--- src/front_end_pkg.sv ---
`default_nettype none

package front_end_pkg;

	localparam int num_warps = 4;
	localparam int nw_bits = 2; // Enough to name every warp.
	localparam int xlen = 32;
	localparam int reg_bits = 5;
	localparam int op_bits = 4;

	localparam logic [xlen-1:0] start_pc = 32'h0000_1000;
	localparam logic [xlen-1:0] warp_pc_stride = 32'h100; // Warp w starts w strides up.

	// Payload widths of the fetch, icache and decode stage registers.
	localparam int fi_width = nw_bits + xlen;
	localparam int id_width = nw_bits + 2 * xlen;
	localparam int be_width = nw_bits + xlen + op_bits + 3 * reg_bits + xlen;

	localparam logic [6:0] opc_op = 7'b0110011;
	localparam logic [6:0] opc_op_imm = 7'b0010011;
	localparam logic [6:0] opc_load = 7'b0000011;
	localparam logic [6:0] opc_store = 7'b0100011;
	localparam logic [6:0] opc_branch = 7'b1100011;
	localparam logic [6:0] opc_jal = 7'b1101111;
	localparam logic [6:0] opc_jalr = 7'b1100111;
	localparam logic [6:0] opc_lui = 7'b0110111;
	localparam logic [6:0] opc_auipc = 7'b0010111;
	localparam logic [6:0] opc_system = 7'b1110011;

	localparam logic [xlen-1:0] instr_ecall = 32'h0000_0073;
	localparam logic [xlen-1:0] instr_ebreak = 32'h0010_0073;

	typedef enum logic [op_bits-1:0] {
		op_alu = 4'd0,
		op_alu_imm = 4'd1,
		op_load = 4'd2,
		op_store = 4'd3,
		op_branch = 4'd4,
		op_jal = 4'd5,
		op_jalr = 4'd6,
		op_lui = 4'd7,
		op_auipc = 4'd8,
		op_system_halt = 4'd9,
		op_illegal = 4'd10 // Also what a failed fetch decodes to.
	} op_class_t;

	typedef enum logic [1:0] {
		apb_idle = 2'd0,
		apb_setup = 2'd1,
		apb_access = 2'd2
	} apb_state_t;

endpackage

`default_nettype wire

--- src/warp_fetch.sv ---
`timescale 1ns/100ps
`default_nettype none

module warp_fetch (
	input  logic clk,
	input  logic reset,
	input  logic stall,
	input  logic release_valid,
	input  logic [front_end_pkg::nw_bits-1:0] release_wid,
	input  logic redirect_valid,
	input  logic [front_end_pkg::nw_bits-1:0] redirect_wid,
	input  logic [front_end_pkg::xlen-1:0] redirect_pc,
	input  logic halt_valid,
	output logic fetch_valid,
	output logic [front_end_pkg::nw_bits-1:0] fetch_wid,
	output logic [front_end_pkg::xlen-1:0] fetch_pc,
	output logic fetch_halted
);

	logic [front_end_pkg::xlen-1:0] pc_q [front_end_pkg::num_warps];
	logic [front_end_pkg::num_warps-1:0] in_flight_q;
	logic [front_end_pkg::nw_bits-1:0] last_wid_q;
	logic halted_q;
	logic found;
	logic [front_end_pkg::nw_bits-1:0] pick_wid;

	assign fetch_halted = halted_q || halt_valid; // Stops issue in the halt cycle itself.

	// Round robin: first idle warp after the one issued last.
	always_comb begin
		logic [front_end_pkg::nw_bits-1:0] cand;
		found = 1'b0;
		pick_wid = last_wid_q;
		for (int i = 1; i <= front_end_pkg::num_warps; i++) begin
			cand = last_wid_q + i[front_end_pkg::nw_bits-1:0];
			if (!found && !in_flight_q[cand]) begin
				found = 1'b1;
				pick_wid = cand;
			end
		end
	end

	assign fetch_valid = found && !stall && !fetch_halted;
	assign fetch_wid = pick_wid;
	assign fetch_pc = pc_q[pick_wid];

	always_ff @(posedge clk) begin
		if (reset) begin
			in_flight_q <= '0;
			last_wid_q <= '1; // So that warp 0 goes first.
			halted_q <= 1'b0;
			for (int w = 0; w < front_end_pkg::num_warps; w++) begin
				pc_q[w] <= front_end_pkg::start_pc + w * front_end_pkg::warp_pc_stride;
			end
		end else begin
			halted_q <= fetch_halted;
			if (release_valid) begin
				in_flight_q[release_wid] <= 1'b0;
			end
			if (redirect_valid) begin
				in_flight_q[redirect_wid] <= 1'b0;
				pc_q[redirect_wid] <= redirect_pc;
			end
			// Issue comes last so that a release held over a freeze cannot free the new fetch.
			if (fetch_valid) begin
				in_flight_q[fetch_wid] <= 1'b1;
				pc_q[fetch_wid] <= fetch_pc + 32'd4;
				last_wid_q <= fetch_wid;
			end
		end
	end

	assert property (@(posedge clk) disable iff (reset)
		fetch_valid |-> !in_flight_q[fetch_wid])
		else $error("warp %0d issued while it still has an instruction in flight", fetch_wid);

endmodule

`default_nettype wire

--- src/stage_reg.sv ---
`timescale 1ns/100ps
`default_nettype none

module stage_reg #(
	parameter int width = 32
) (
	input  logic clk,
	input  logic reset,
	input  logic freeze,
	input  logic in_valid,
	input  logic [width-1:0] in_data,
	output logic out_valid,
	output logic [width-1:0] out_data
);

	always_ff @(posedge clk) begin
		if (reset) begin
			out_valid <= 1'b0;
		end else if (!freeze) begin
			out_valid <= in_valid;
		end
	end

	always_ff @(posedge clk) begin
		if (!freeze) begin
			out_data <= in_data;
		end
	end

	// A frozen stage keeps presenting the same instruction downstream.
	assert property (@(posedge clk) disable iff (reset)
		freeze && out_valid |=> out_valid && $stable(out_data))
		else $error("stage register contents changed under freeze");

endmodule

`default_nettype wire

--- src/icache_stage.sv ---
`timescale 1ns/100ps
`default_nettype none

module icache_stage (
	input  logic clk,
	input  logic reset,
	input  logic freeze,
	input  logic fi_valid,
	input  logic [front_end_pkg::nw_bits-1:0] fi_wid,
	input  logic [front_end_pkg::xlen-1:0] fi_pc,
	input  logic [front_end_pkg::xlen-1:0] prdata,
	input  logic pready,
	input  logic pslverr,
	output logic icache_busy,
	output logic id_valid,
	output logic [front_end_pkg::nw_bits-1:0] id_wid,
	output logic [front_end_pkg::xlen-1:0] id_pc,
	output logic [front_end_pkg::xlen-1:0] id_instr,
	output logic psel,
	output logic penable,
	output logic [front_end_pkg::xlen-1:0] paddr
);

	front_end_pkg::apb_state_t state_q;
	front_end_pkg::apb_state_t state_d;
	logic [front_end_pkg::nw_bits-1:0] req_wid_q;
	logic [front_end_pkg::xlen-1:0] req_pc_q;
	logic [front_end_pkg::xlen-1:0] instr_q;
	logic rsp_valid_q;
	logic start;
	logic done;

	// A new request only starts once any pending result has left.
	assign start = (state_q == front_end_pkg::apb_idle) && fi_valid && !freeze;
	assign done = (state_q == front_end_pkg::apb_access) && pready;

	always_comb begin
		state_d = state_q;
		case (state_q)
			front_end_pkg::apb_idle: begin
				if (start) begin
					state_d = front_end_pkg::apb_setup;
				end
			end
			front_end_pkg::apb_setup: begin
				state_d = front_end_pkg::apb_access;
			end
			front_end_pkg::apb_access: begin
				if (pready) begin
					state_d = front_end_pkg::apb_idle;
				end
			end
			default: begin
				state_d = front_end_pkg::apb_idle;
			end
		endcase
	end

	always_ff @(posedge clk) begin
		if (reset) begin
			state_q <= front_end_pkg::apb_idle;
			rsp_valid_q <= 1'b0;
		end else begin
			state_q <= state_d;
			if (done) begin
				rsp_valid_q <= 1'b1;
			end else if (!freeze) begin
				rsp_valid_q <= 1'b0; // Taken by the decode register.
			end
		end
	end

	always_ff @(posedge clk) begin
		if (start) begin
			req_wid_q <= fi_wid;
			req_pc_q <= fi_pc;
		end
		if (done) begin
			instr_q <= pslverr ? '0 : prdata; // An error returns an illegal word.
		end
	end

	assign icache_busy = state_q != front_end_pkg::apb_idle;
	assign psel = state_q != front_end_pkg::apb_idle;
	assign penable = state_q == front_end_pkg::apb_access;
	assign paddr = req_pc_q;
	assign id_valid = rsp_valid_q;
	assign id_wid = req_wid_q; // Request registers hold until the result is taken.
	assign id_pc = req_pc_q;
	assign id_instr = instr_q;

	assert property (@(posedge clk) disable iff (reset) penable |-> psel)
		else $error("penable without psel in state %s", state_q.name());

	assert property (@(posedge clk) disable iff (reset)
		psel && !(penable && pready) |=> psel && $stable(paddr))
		else $error("paddr changed before pready in state %s", state_q.name());

endmodule

`default_nettype wire

--- src/inst_decode.sv ---
`timescale 1ns/100ps
`default_nettype none

module inst_decode (
	input  logic dec_valid,
	input  logic [front_end_pkg::nw_bits-1:0] dec_wid,
	input  logic [front_end_pkg::xlen-1:0] dec_pc,
	input  logic [front_end_pkg::xlen-1:0] dec_instr,
	output front_end_pkg::op_class_t op,
	output logic [front_end_pkg::reg_bits-1:0] rd,
	output logic [front_end_pkg::reg_bits-1:0] rs1,
	output logic [front_end_pkg::reg_bits-1:0] rs2,
	output logic [front_end_pkg::xlen-1:0] imm,
	output logic release_valid,
	output logic [front_end_pkg::nw_bits-1:0] release_wid,
	output logic halt_valid
);

	logic [6:0] opcode;
	logic [front_end_pkg::xlen-1:0] imm_i;
	logic [front_end_pkg::xlen-1:0] imm_s;
	logic [front_end_pkg::xlen-1:0] imm_b;
	logic [front_end_pkg::xlen-1:0] imm_u;
	logic [front_end_pkg::xlen-1:0] imm_j;
	logic legal;
	logic holds_warp;

	assign opcode = dec_instr[6:0];

	assign imm_i = {{20{dec_instr[31]}}, dec_instr[31:20]};
	assign imm_s = {{20{dec_instr[31]}}, dec_instr[31:25], dec_instr[11:7]};
	assign imm_b = {{19{dec_instr[31]}}, dec_instr[31], dec_instr[7],
		dec_instr[30:25], dec_instr[11:8], 1'b0};
	assign imm_u = {dec_instr[31:12], 12'b0};
	assign imm_j = {{11{dec_instr[31]}}, dec_instr[31], dec_instr[19:12],
		dec_instr[20], dec_instr[30:21], 1'b0};

	// A misaligned fetch address makes the word illegal whatever it holds.
	always_comb begin
		op = front_end_pkg::op_illegal;
		if (dec_pc[1:0] == 2'b00) begin
			case (opcode)
				front_end_pkg::opc_op: op = front_end_pkg::op_alu;
				front_end_pkg::opc_op_imm: op = front_end_pkg::op_alu_imm;
				front_end_pkg::opc_load: op = front_end_pkg::op_load;
				front_end_pkg::opc_store: op = front_end_pkg::op_store;
				front_end_pkg::opc_branch: op = front_end_pkg::op_branch;
				front_end_pkg::opc_jal: op = front_end_pkg::op_jal;
				front_end_pkg::opc_jalr: op = front_end_pkg::op_jalr;
				front_end_pkg::opc_lui: op = front_end_pkg::op_lui;
				front_end_pkg::opc_auipc: op = front_end_pkg::op_auipc;
				front_end_pkg::opc_system: begin
					if (dec_instr == front_end_pkg::instr_ecall ||
						dec_instr == front_end_pkg::instr_ebreak) begin
						op = front_end_pkg::op_system_halt;
					end
				end
				default: op = front_end_pkg::op_illegal;
			endcase
		end
	end

	always_comb begin
		case (op)
			front_end_pkg::op_alu_imm,
			front_end_pkg::op_load,
			front_end_pkg::op_jalr: imm = imm_i;
			front_end_pkg::op_store: imm = imm_s;
			front_end_pkg::op_branch: imm = imm_b;
			front_end_pkg::op_jal: imm = imm_j;
			front_end_pkg::op_lui,
			front_end_pkg::op_auipc: imm = imm_u;
			default: imm = '0;
		endcase
	end

	assign legal = op != front_end_pkg::op_illegal;
	assign rd = legal ? dec_instr[11:7] : '0;
	assign rs1 = legal ? dec_instr[19:15] : '0;
	assign rs2 = legal ? dec_instr[24:20] : '0;

	// Control flow keeps the warp until the back end sends its target.
	assign holds_warp = (op == front_end_pkg::op_branch) ||
		(op == front_end_pkg::op_jal) ||
		(op == front_end_pkg::op_jalr) ||
		(op == front_end_pkg::op_system_halt);

	assign release_valid = dec_valid && !holds_warp;
	assign release_wid = dec_wid;
	assign halt_valid = dec_valid && (op == front_end_pkg::op_system_halt);

endmodule

`default_nettype wire

--- src/front_end.sv ---
`timescale 1ns/100ps
`default_nettype none

module front_end (
	input  logic clk,
	input  logic reset,
	input  logic schedule_delay,
	input  logic redirect_valid,
	input  logic [front_end_pkg::nw_bits-1:0] redirect_wid,
	input  logic [front_end_pkg::xlen-1:0] redirect_pc,
	output logic psel,
	output logic penable,
	output logic [front_end_pkg::xlen-1:0] paddr,
	input  logic [front_end_pkg::xlen-1:0] prdata,
	input  logic pready,
	input  logic pslverr,
	output logic be_valid,
	output logic [front_end_pkg::nw_bits-1:0] be_wid,
	output logic [front_end_pkg::xlen-1:0] be_pc,
	output front_end_pkg::op_class_t be_op,
	output logic [front_end_pkg::reg_bits-1:0] be_rd,
	output logic [front_end_pkg::reg_bits-1:0] be_rs1,
	output logic [front_end_pkg::reg_bits-1:0] be_rs2,
	output logic [front_end_pkg::xlen-1:0] be_imm,
	output logic fetch_halted
);

	logic fetch_valid;
	logic [front_end_pkg::nw_bits-1:0] fetch_wid;
	logic [front_end_pkg::xlen-1:0] fetch_pc;
	logic fi_valid;
	logic [front_end_pkg::nw_bits-1:0] fi_wid;
	logic [front_end_pkg::xlen-1:0] fi_pc;
	logic icache_busy;
	logic fi_freeze;
	logic id_valid;
	logic [front_end_pkg::nw_bits-1:0] id_wid;
	logic [front_end_pkg::xlen-1:0] id_pc;
	logic [front_end_pkg::xlen-1:0] id_instr;
	logic dec_valid;
	logic [front_end_pkg::nw_bits-1:0] dec_wid;
	logic [front_end_pkg::xlen-1:0] dec_pc;
	logic [front_end_pkg::xlen-1:0] dec_instr;
	front_end_pkg::op_class_t op;
	logic [front_end_pkg::reg_bits-1:0] rd;
	logic [front_end_pkg::reg_bits-1:0] rs1;
	logic [front_end_pkg::reg_bits-1:0] rs2;
	logic [front_end_pkg::xlen-1:0] imm;
	logic release_valid;
	logic [front_end_pkg::nw_bits-1:0] release_wid;
	logic halt_valid;
	logic [front_end_pkg::op_bits-1:0] be_op_raw;

	assign fi_freeze = schedule_delay || icache_busy; // Also holds back new issue.

	warp_fetch fetch (
		.clk(clk), .reset(reset), .stall(fi_freeze),
		.release_valid(release_valid), .release_wid(release_wid),
		.redirect_valid(redirect_valid), .redirect_wid(redirect_wid),
		.redirect_pc(redirect_pc), .halt_valid(halt_valid),
		.fetch_valid(fetch_valid), .fetch_wid(fetch_wid), .fetch_pc(fetch_pc),
		.fetch_halted(fetch_halted)
	);

	stage_reg #(.width(front_end_pkg::fi_width)) fetch_icache_reg (
		.clk(clk), .reset(reset), .freeze(fi_freeze),
		.in_valid(fetch_valid), .in_data({fetch_wid, fetch_pc}),
		.out_valid(fi_valid), .out_data({fi_wid, fi_pc})
	);

	icache_stage icache (
		.clk(clk), .reset(reset), .freeze(schedule_delay),
		.fi_valid(fi_valid), .fi_wid(fi_wid), .fi_pc(fi_pc),
		.prdata(prdata), .pready(pready), .pslverr(pslverr),
		.icache_busy(icache_busy), .id_valid(id_valid), .id_wid(id_wid),
		.id_pc(id_pc), .id_instr(id_instr),
		.psel(psel), .penable(penable), .paddr(paddr)
	);

	stage_reg #(.width(front_end_pkg::id_width)) icache_decode_reg (
		.clk(clk), .reset(reset), .freeze(schedule_delay),
		.in_valid(id_valid), .in_data({id_wid, id_pc, id_instr}),
		.out_valid(dec_valid), .out_data({dec_wid, dec_pc, dec_instr})
	);

	inst_decode decode (
		.dec_valid(dec_valid), .dec_wid(dec_wid), .dec_pc(dec_pc), .dec_instr(dec_instr),
		.op(op), .rd(rd), .rs1(rs1), .rs2(rs2), .imm(imm),
		.release_valid(release_valid), .release_wid(release_wid), .halt_valid(halt_valid)
	);

	stage_reg #(.width(front_end_pkg::be_width)) decode_backend_reg (
		.clk(clk), .reset(reset), .freeze(schedule_delay),
		.in_valid(dec_valid), .in_data({dec_wid, dec_pc, op, rd, rs1, rs2, imm}),
		.out_valid(be_valid),
		.out_data({be_wid, be_pc, be_op_raw, be_rd, be_rs1, be_rs2, be_imm})
	);

	assign be_op = front_end_pkg::op_class_t'(be_op_raw);

endmodule

`default_nettype wire

--- config.mk ---
export PLATFORM = sky130hd
export DESIGN_NAME = front_end
export DESIGN_NICKNAME = d
export VERILOG_FILES = /design/src/front_end_pkg.sv /design/src/warp_fetch.sv /design/src/stage_reg.sv /design/src/icache_stage.sv /design/src/inst_decode.sv /design/src/front_end.sv
export SDC_FILE = /design/constraint.sdc
export NUM_CORES = 1
export LEC_CHECK = 0
export BUFFER_PORTS_ARGS = -buffer_cell sky130_fd_sc_hd__buf_4
export CAP_MARGIN = 25
export CORE_ASPECT_RATIO = 1.1
export CORE_MARGIN = 4
export CORE_UTILIZATION = 44
export DETAILED_ROUTE_END_ITERATION = 7
export PLACE_DENSITY_LB_ADDON = 0.15
export SLEW_MARGIN = 30
export SYNTH_ARGS = -nofsm -noshare
export SYNTH_HDL_FRONTEND = slang
export SYNTH_SLANG_ARGS = --single-unit
--- constraint.sdc ---
create_clock -name clk -period 4.8 [get_ports clk]
set_input_delay 0.24 -clock clk [delete_from_list [all_inputs] [get_ports clk]]
set_output_delay 0.24 -clock clk [all_outputs]
set_load 0.05 [all_outputs]
# Word-level counts from Yosys, hierarchy flattened
# Memory sizes are Yosys's and may differ from the RTL's.
# Index checks and enable logic that the tools add are counted.
# classes
order_cmp,10
eq_ne,27
bitwise,5
mux,50
addsub,4
n_reduce_logical,36
# op_table
op,count
case mux 32 bit (5 select lines),1
two-way mux 32 bit,2
OR reduction 32 bit,2
case mux 4 bit (10 select lines),1
adder 32 x 3 -> 32 bit (second input constant),1
equality test 32 x 21 -> 1 bit (second input constant),1
equality test 32 x 7 -> 1 bit (second input constant),1
equality test 7 bit (second input constant),4
two-way mux 4 bit,6
two-way mux 1 bit,23
equality test 7 x 6 -> 1 bit (second input constant),3
< comparator 2 x 3 -> 1 bit (second input constant),7
two-way mux 2 bit,9
equality test 4 x 3 -> 1 bit (second input constant),4
equality test 7 x 5 -> 1 bit (second input constant),2
logical AND 1 bit,13
zero test 1 bit,9
AND 4 bit,2
binary-select mux 1 bit (select 2 bit),4
equality test 4 x 2 -> 1 bit (second input constant),2
equality test 4 bit (second input constant),2
NOT 4 bit,2
equality test 7 x 2 -> 1 bit (second input constant),1
demux 1 bit (select 2 bit),3
other kinds (16),27
# totals
input_bits,72
ram_bits,128
register_bits,264
elab_cells,148
memories,1
# mem_list
memory,words,width,read_ports,rd_clocked_by_memory_dff,write_ports,line_no,source
fetch.pc_q,4,32,1,0,4,warp_fetch.sv:20,logic [front_end_pkg::xlen-1:0] pc_q [front_end_pkg::num_warps];

# Depth between registers and ports, before layout
# logic_depth
word_depth,19
ltp_mapped,15

# Modules after synthesis
# Synthesis repeated with hierarchy kept, for this count alone.
# unflattened
cells_unflattened,1303
hier_area_um2,17431.7
# modules_own_cells
mod,area_each_um2,instances,seq_area_each_um2,cells_per_inst
warp_fetch,8029.0,1,3983.8,802
icache_stage,2597.5,1,2042.0,148
stage_reg (decode_backend_reg),2590.0,1,2572.5,89
stage_reg (icache_decode_reg),2019.4,1,2001.9,70
inst_decode,1131.1,1,0.0,155
stage_reg (fetch_icache_reg),1058.5,1,1041.0,38
front_end,6.3,1,0.0,1

# Least setup slack after synthesis
# Ideal clock, no wire load.
# synth_path
kind,register -> register
from,register icache_decode_reg.out_data[6]
to,memory fetch.pc_q[1][0] (netlist bit) (enable)
period_less_slack_ps,5044
path_buffers,4
slack_ps,-244
arrival_ps,4566
stages_incl_launch_ff,13
cell_sequence,edfxtp_1 buf_2 or2_2 o22ai_1 a41o_1 nor2_2 o41ai_1 nand3b_1 buf_2 or4_1 buf_2 clkbuf_1 nand2_1
# synth_rtl
element,line_no,source
from (decl),stage_reg.sv:13,output logic [width-1:0] out_data
from (signal assigned),stage_reg.sv:26,out_data <= in_data;
to (decl),warp_fetch.sv:20,

==> out/metrics.cfg <==
[timing]
fin_ws_ns = 0.602
fmax_mhz = 238
drv_slew = 0
finalHoldViolations = 0
setup-tns-final_ns = 0
timing.final.crit_share = 0.875
finClkSkew_ns = 0.0203
tightest_slew_ns = 0.915
finalCriticalPeriod_ns = 4.20
finalSetupViolCount = 0
rsz0062_at_grt = false
maxSlewHeadroom = 0.388

[cts]
cts_made_buffers = 40
clkTransAtPathRegs_ns = 0.06
clock-sinks = 392
clock_latency_ns = 0.54
cts_tree = yes
cts_max_path_buffers = 3
h-tree-depth = 2
cts_resized = 0
ctsRootBufferMaster = clkbuf_16

[synthesis]
ys_warn_count = 0
async_flop_share = 0
netlist_instances = 1174
synth_fp_nets = 1247
yosysSeqAreaShare = 0.707
synth.distinct_cells = 63
syn_avg_cell_area_um2 = 14.0
synth-main-ff-cell = edfxtp_1
synth_edf_count = 379
synth_area_um2 = 16500
synth_seq_cells = 392

[critical_path]
cp-end-kind = flip-flop
critPathKind = reg2reg
worstPathMaxFanout = 51
max_stage_delay_ns = 0.67
slowest_stage = inv_4
crit_family = simple AND/OR/NAND/NOR gates
path_common_cell = mux2i_1
cp.arrival_ns = 4.47
cp-start-kind = flip-flop
crit_buf_inv = 1
required_ns = 5.07
crit_chain = nor2b_2 -> o32a_2 -> nand2_2 -> inv_4 -> mux2i_1 -> mux2i_1 -> ha_1 -> nand3_1 -> or2_1 -> nor4b_4 -> xnor2_1 -> o21ai_1

[floorplanning]
chipHeight_um = 211
fp.dieArea_um2 = 40600
core_area_um2 = 37000
start_util = 0.444
rows = 74
fp.dieW_um = 192
pin_count = 193

[placement]
pre_cts_slack_ns = 0.610
place_congestion = 0.814
dp_hpwl_mm = 25.0
io_buffers = 192

[route]
firstDrtPassIters = 5
routed_wl_mm = 38.8
drt_iter0_drc = 803
routedWlPerCell_um = 20.3
ant_nets = 0
viasPerCell = 5.43
vias = 10400
drc = 0

[layout]
drive_gt1_frac = 0.232
area_growth_pct = 21.1
diodes = 0
fin_nets = 1464
final_core_util = 0.538

[global_routing]
grt_pass1_wl_mm = 58.5
grt_max_degree = 76
antenna_found_initial = 0
grt_overflow = 0
grt_pass1_vias = 10100
grt_use_total = 0.187

[worst_hold_path]
min_path_type = in2reg

[outcome]
status = complete, no violations

[power_and_ir_drop]
p_leak_nw = 7.42
p_per_area_nw_per_um2 = 426
peakVddDrop_mv = 0.214

[job]
cap_violations = 0

synthesized netlist by cell type (all sizes together) (12+ instances only):
| cell type | count | area (µm²) |
|---|---|---|
| nand4 | 40 | 263 |
| nor2b | 49 | 309 |
| nand3 | 95 | 475 |
| nand2 | 73 | 277 |
| a31oi | 12 | 75.1 |
| inv | 21 | 81.3 |
| dfxtp | 13 | 260 |
| nor3 | 13 | 81.3 |
| mux2i | 87 | 920 |
| o21ai | 123 | 616 |
| edfxtp | 379 | 11400 |
| nor2 | 41 | 159 |
| and2 | 19 | 119 |
| a21o | 12 | 90.1 |
| a21oi | 21 | 105 |
| buf | 35 | 243 |
| xnor2 | 19 | 166 |
| clkbuf | 35 | 131 |
final timing paths:
| check | from | depth (start not counted) | slack [ns] | to |
|---|---|---|---|---|
| max reg2reg | fetch.last_wid_q[1]$_SDFFE_PP1N_ | 12 | 0.60 | fetch.pc_q[2][30]$_DFFE_PP_ |
| min reg2reg | icache_decode_reg.out_data[34]$_DFFE_PN_ | 0 | 0.42 | decode_backend_reg.out_data[53]$_DFFE_PN_ |
| min | prdata[16] | 2 | 0.02 | icache.id_instr[16]$_SDFFCE_PP0P_ |
| max | fetch.last_wid_q[1]$_SDFFE_PP1N_ | 12 | 0.60 | fetch.pc_q[2][30]$_DFFE_PP_ |
state kept, by name, indices dropped and copies added, names as in the netlist, 2 cells and up:
name / count
fetch.pc_q: 128
decode_backend_reg.out_data: 85
icache_decode_reg.out_data: 66
fetch_icache_reg.out_data: 34
icache.id_instr: 32
icache.id_pc: 32
fetch.in_flight_q: 4
fetch.last_wid_q: 2
icache.id_wid: 2
icache.state_q: 2
worst register-to-register path: cells and delay by family, from the launching register on:
kind | cells | cell delay, ns
buf+inv | 1 | 0.67
compound gates | 2 | 0.29
fa+ha+maj | 1 | 0.26
xor+xnor | 1 | 0.23
simple gates | 5 | 1.51
flops | 1 | 0.43
mux | 2 | 0.54
cell usage in the layout (no fill, tap or decap), types with 12 or more instances in the layout:
master,instances
dfxtp_1,13
edfxtp_1,379
o21ai_0,38
nand3_1,95
mux2i_2,13
nor2b_1,47
mux2i_1,74
clkbuf_16,41
nor2_1,37
a31oi_1,12
inv_1,19
nand4_1,38
buf_4,223
and2_1,17
a21oi_1,21
nand2_1,72
o21ai_1,85
dlygate4sd3_1,17
a21o_1,12
xnor2_1,19
power breakdown:
group          leakage [nW]  total (mW)  switching [mW]  internal [mW]
logic                  2.92        1.33           0.891          0.439
clock network         0.615        2.98            1.26           1.72
registers              3.88        4.17          0.0889           4.08
total                  7.42        8.48            2.24           6.24
stage by stage:
| step | instance area [µm²] | power [mW] | hold slack, ns | cells |
|---|---|---|---|---|
| after floorplan | 16500 | 5.13 | 0.400 | 1174 |
| after global placement | 18500 | 5.54 | 0.400 | 1824 |
| after detailed placement | 18500 | 5.57 | 0.405 | 1826 |
| after CTS | 19900 | 8.56 | 0.000854 | 1913 |
| after global routing | 19900 | 8.82 | 0.0222 | 1913 |
| final | 19900 | 8.48 | 0.0227 | 1913 |
cell families after synthesis:
family | count (synthesis) | synth area share
flip-flops | 392 | 0.707
adder cells (fa/ha/maj) | 1 | 0.000760
XOR/XNOR | 30 | 0.0160
buffers and inverters | 91 | 0.0277
AO/OA/AOI/OAI | 195 | 0.0671
multiplexers | 87 | 0.0559
AND/OR/NAND/NOR | 378 | 0.125
timing repair:
action                                 4_1_cts  5_1_grt
hold buffers                                17        0
endpoints found under the hold margin       17        0
buffers inserted                             0        0
area by class of cell:
| type | instances | area [µm²] |
|---|---|---|
| multi-input cells | 691 | 4410 |
| clock buffers | 45 | 1040 |
| clock inverters | 25 | 203 |
| inverters | 21 | 86.3 |
| repair buffers | 245 | 1930 |
| fillers | 3124 | 17100 |
| well taps | 494 | 618 |
| flip-flops and latches | 392 | 11600 |
per-layer routing:
layer,global-route usage,share of wire,vias to the layer above
li1,-,-,4887
met1,0.261,0.43,5040
met2,0.303,0.47,403
met3,0.0360,0.077,60
met4,0.0516,0.020,0
met5,0,0,-
Power figures use the tool's default switching activity.
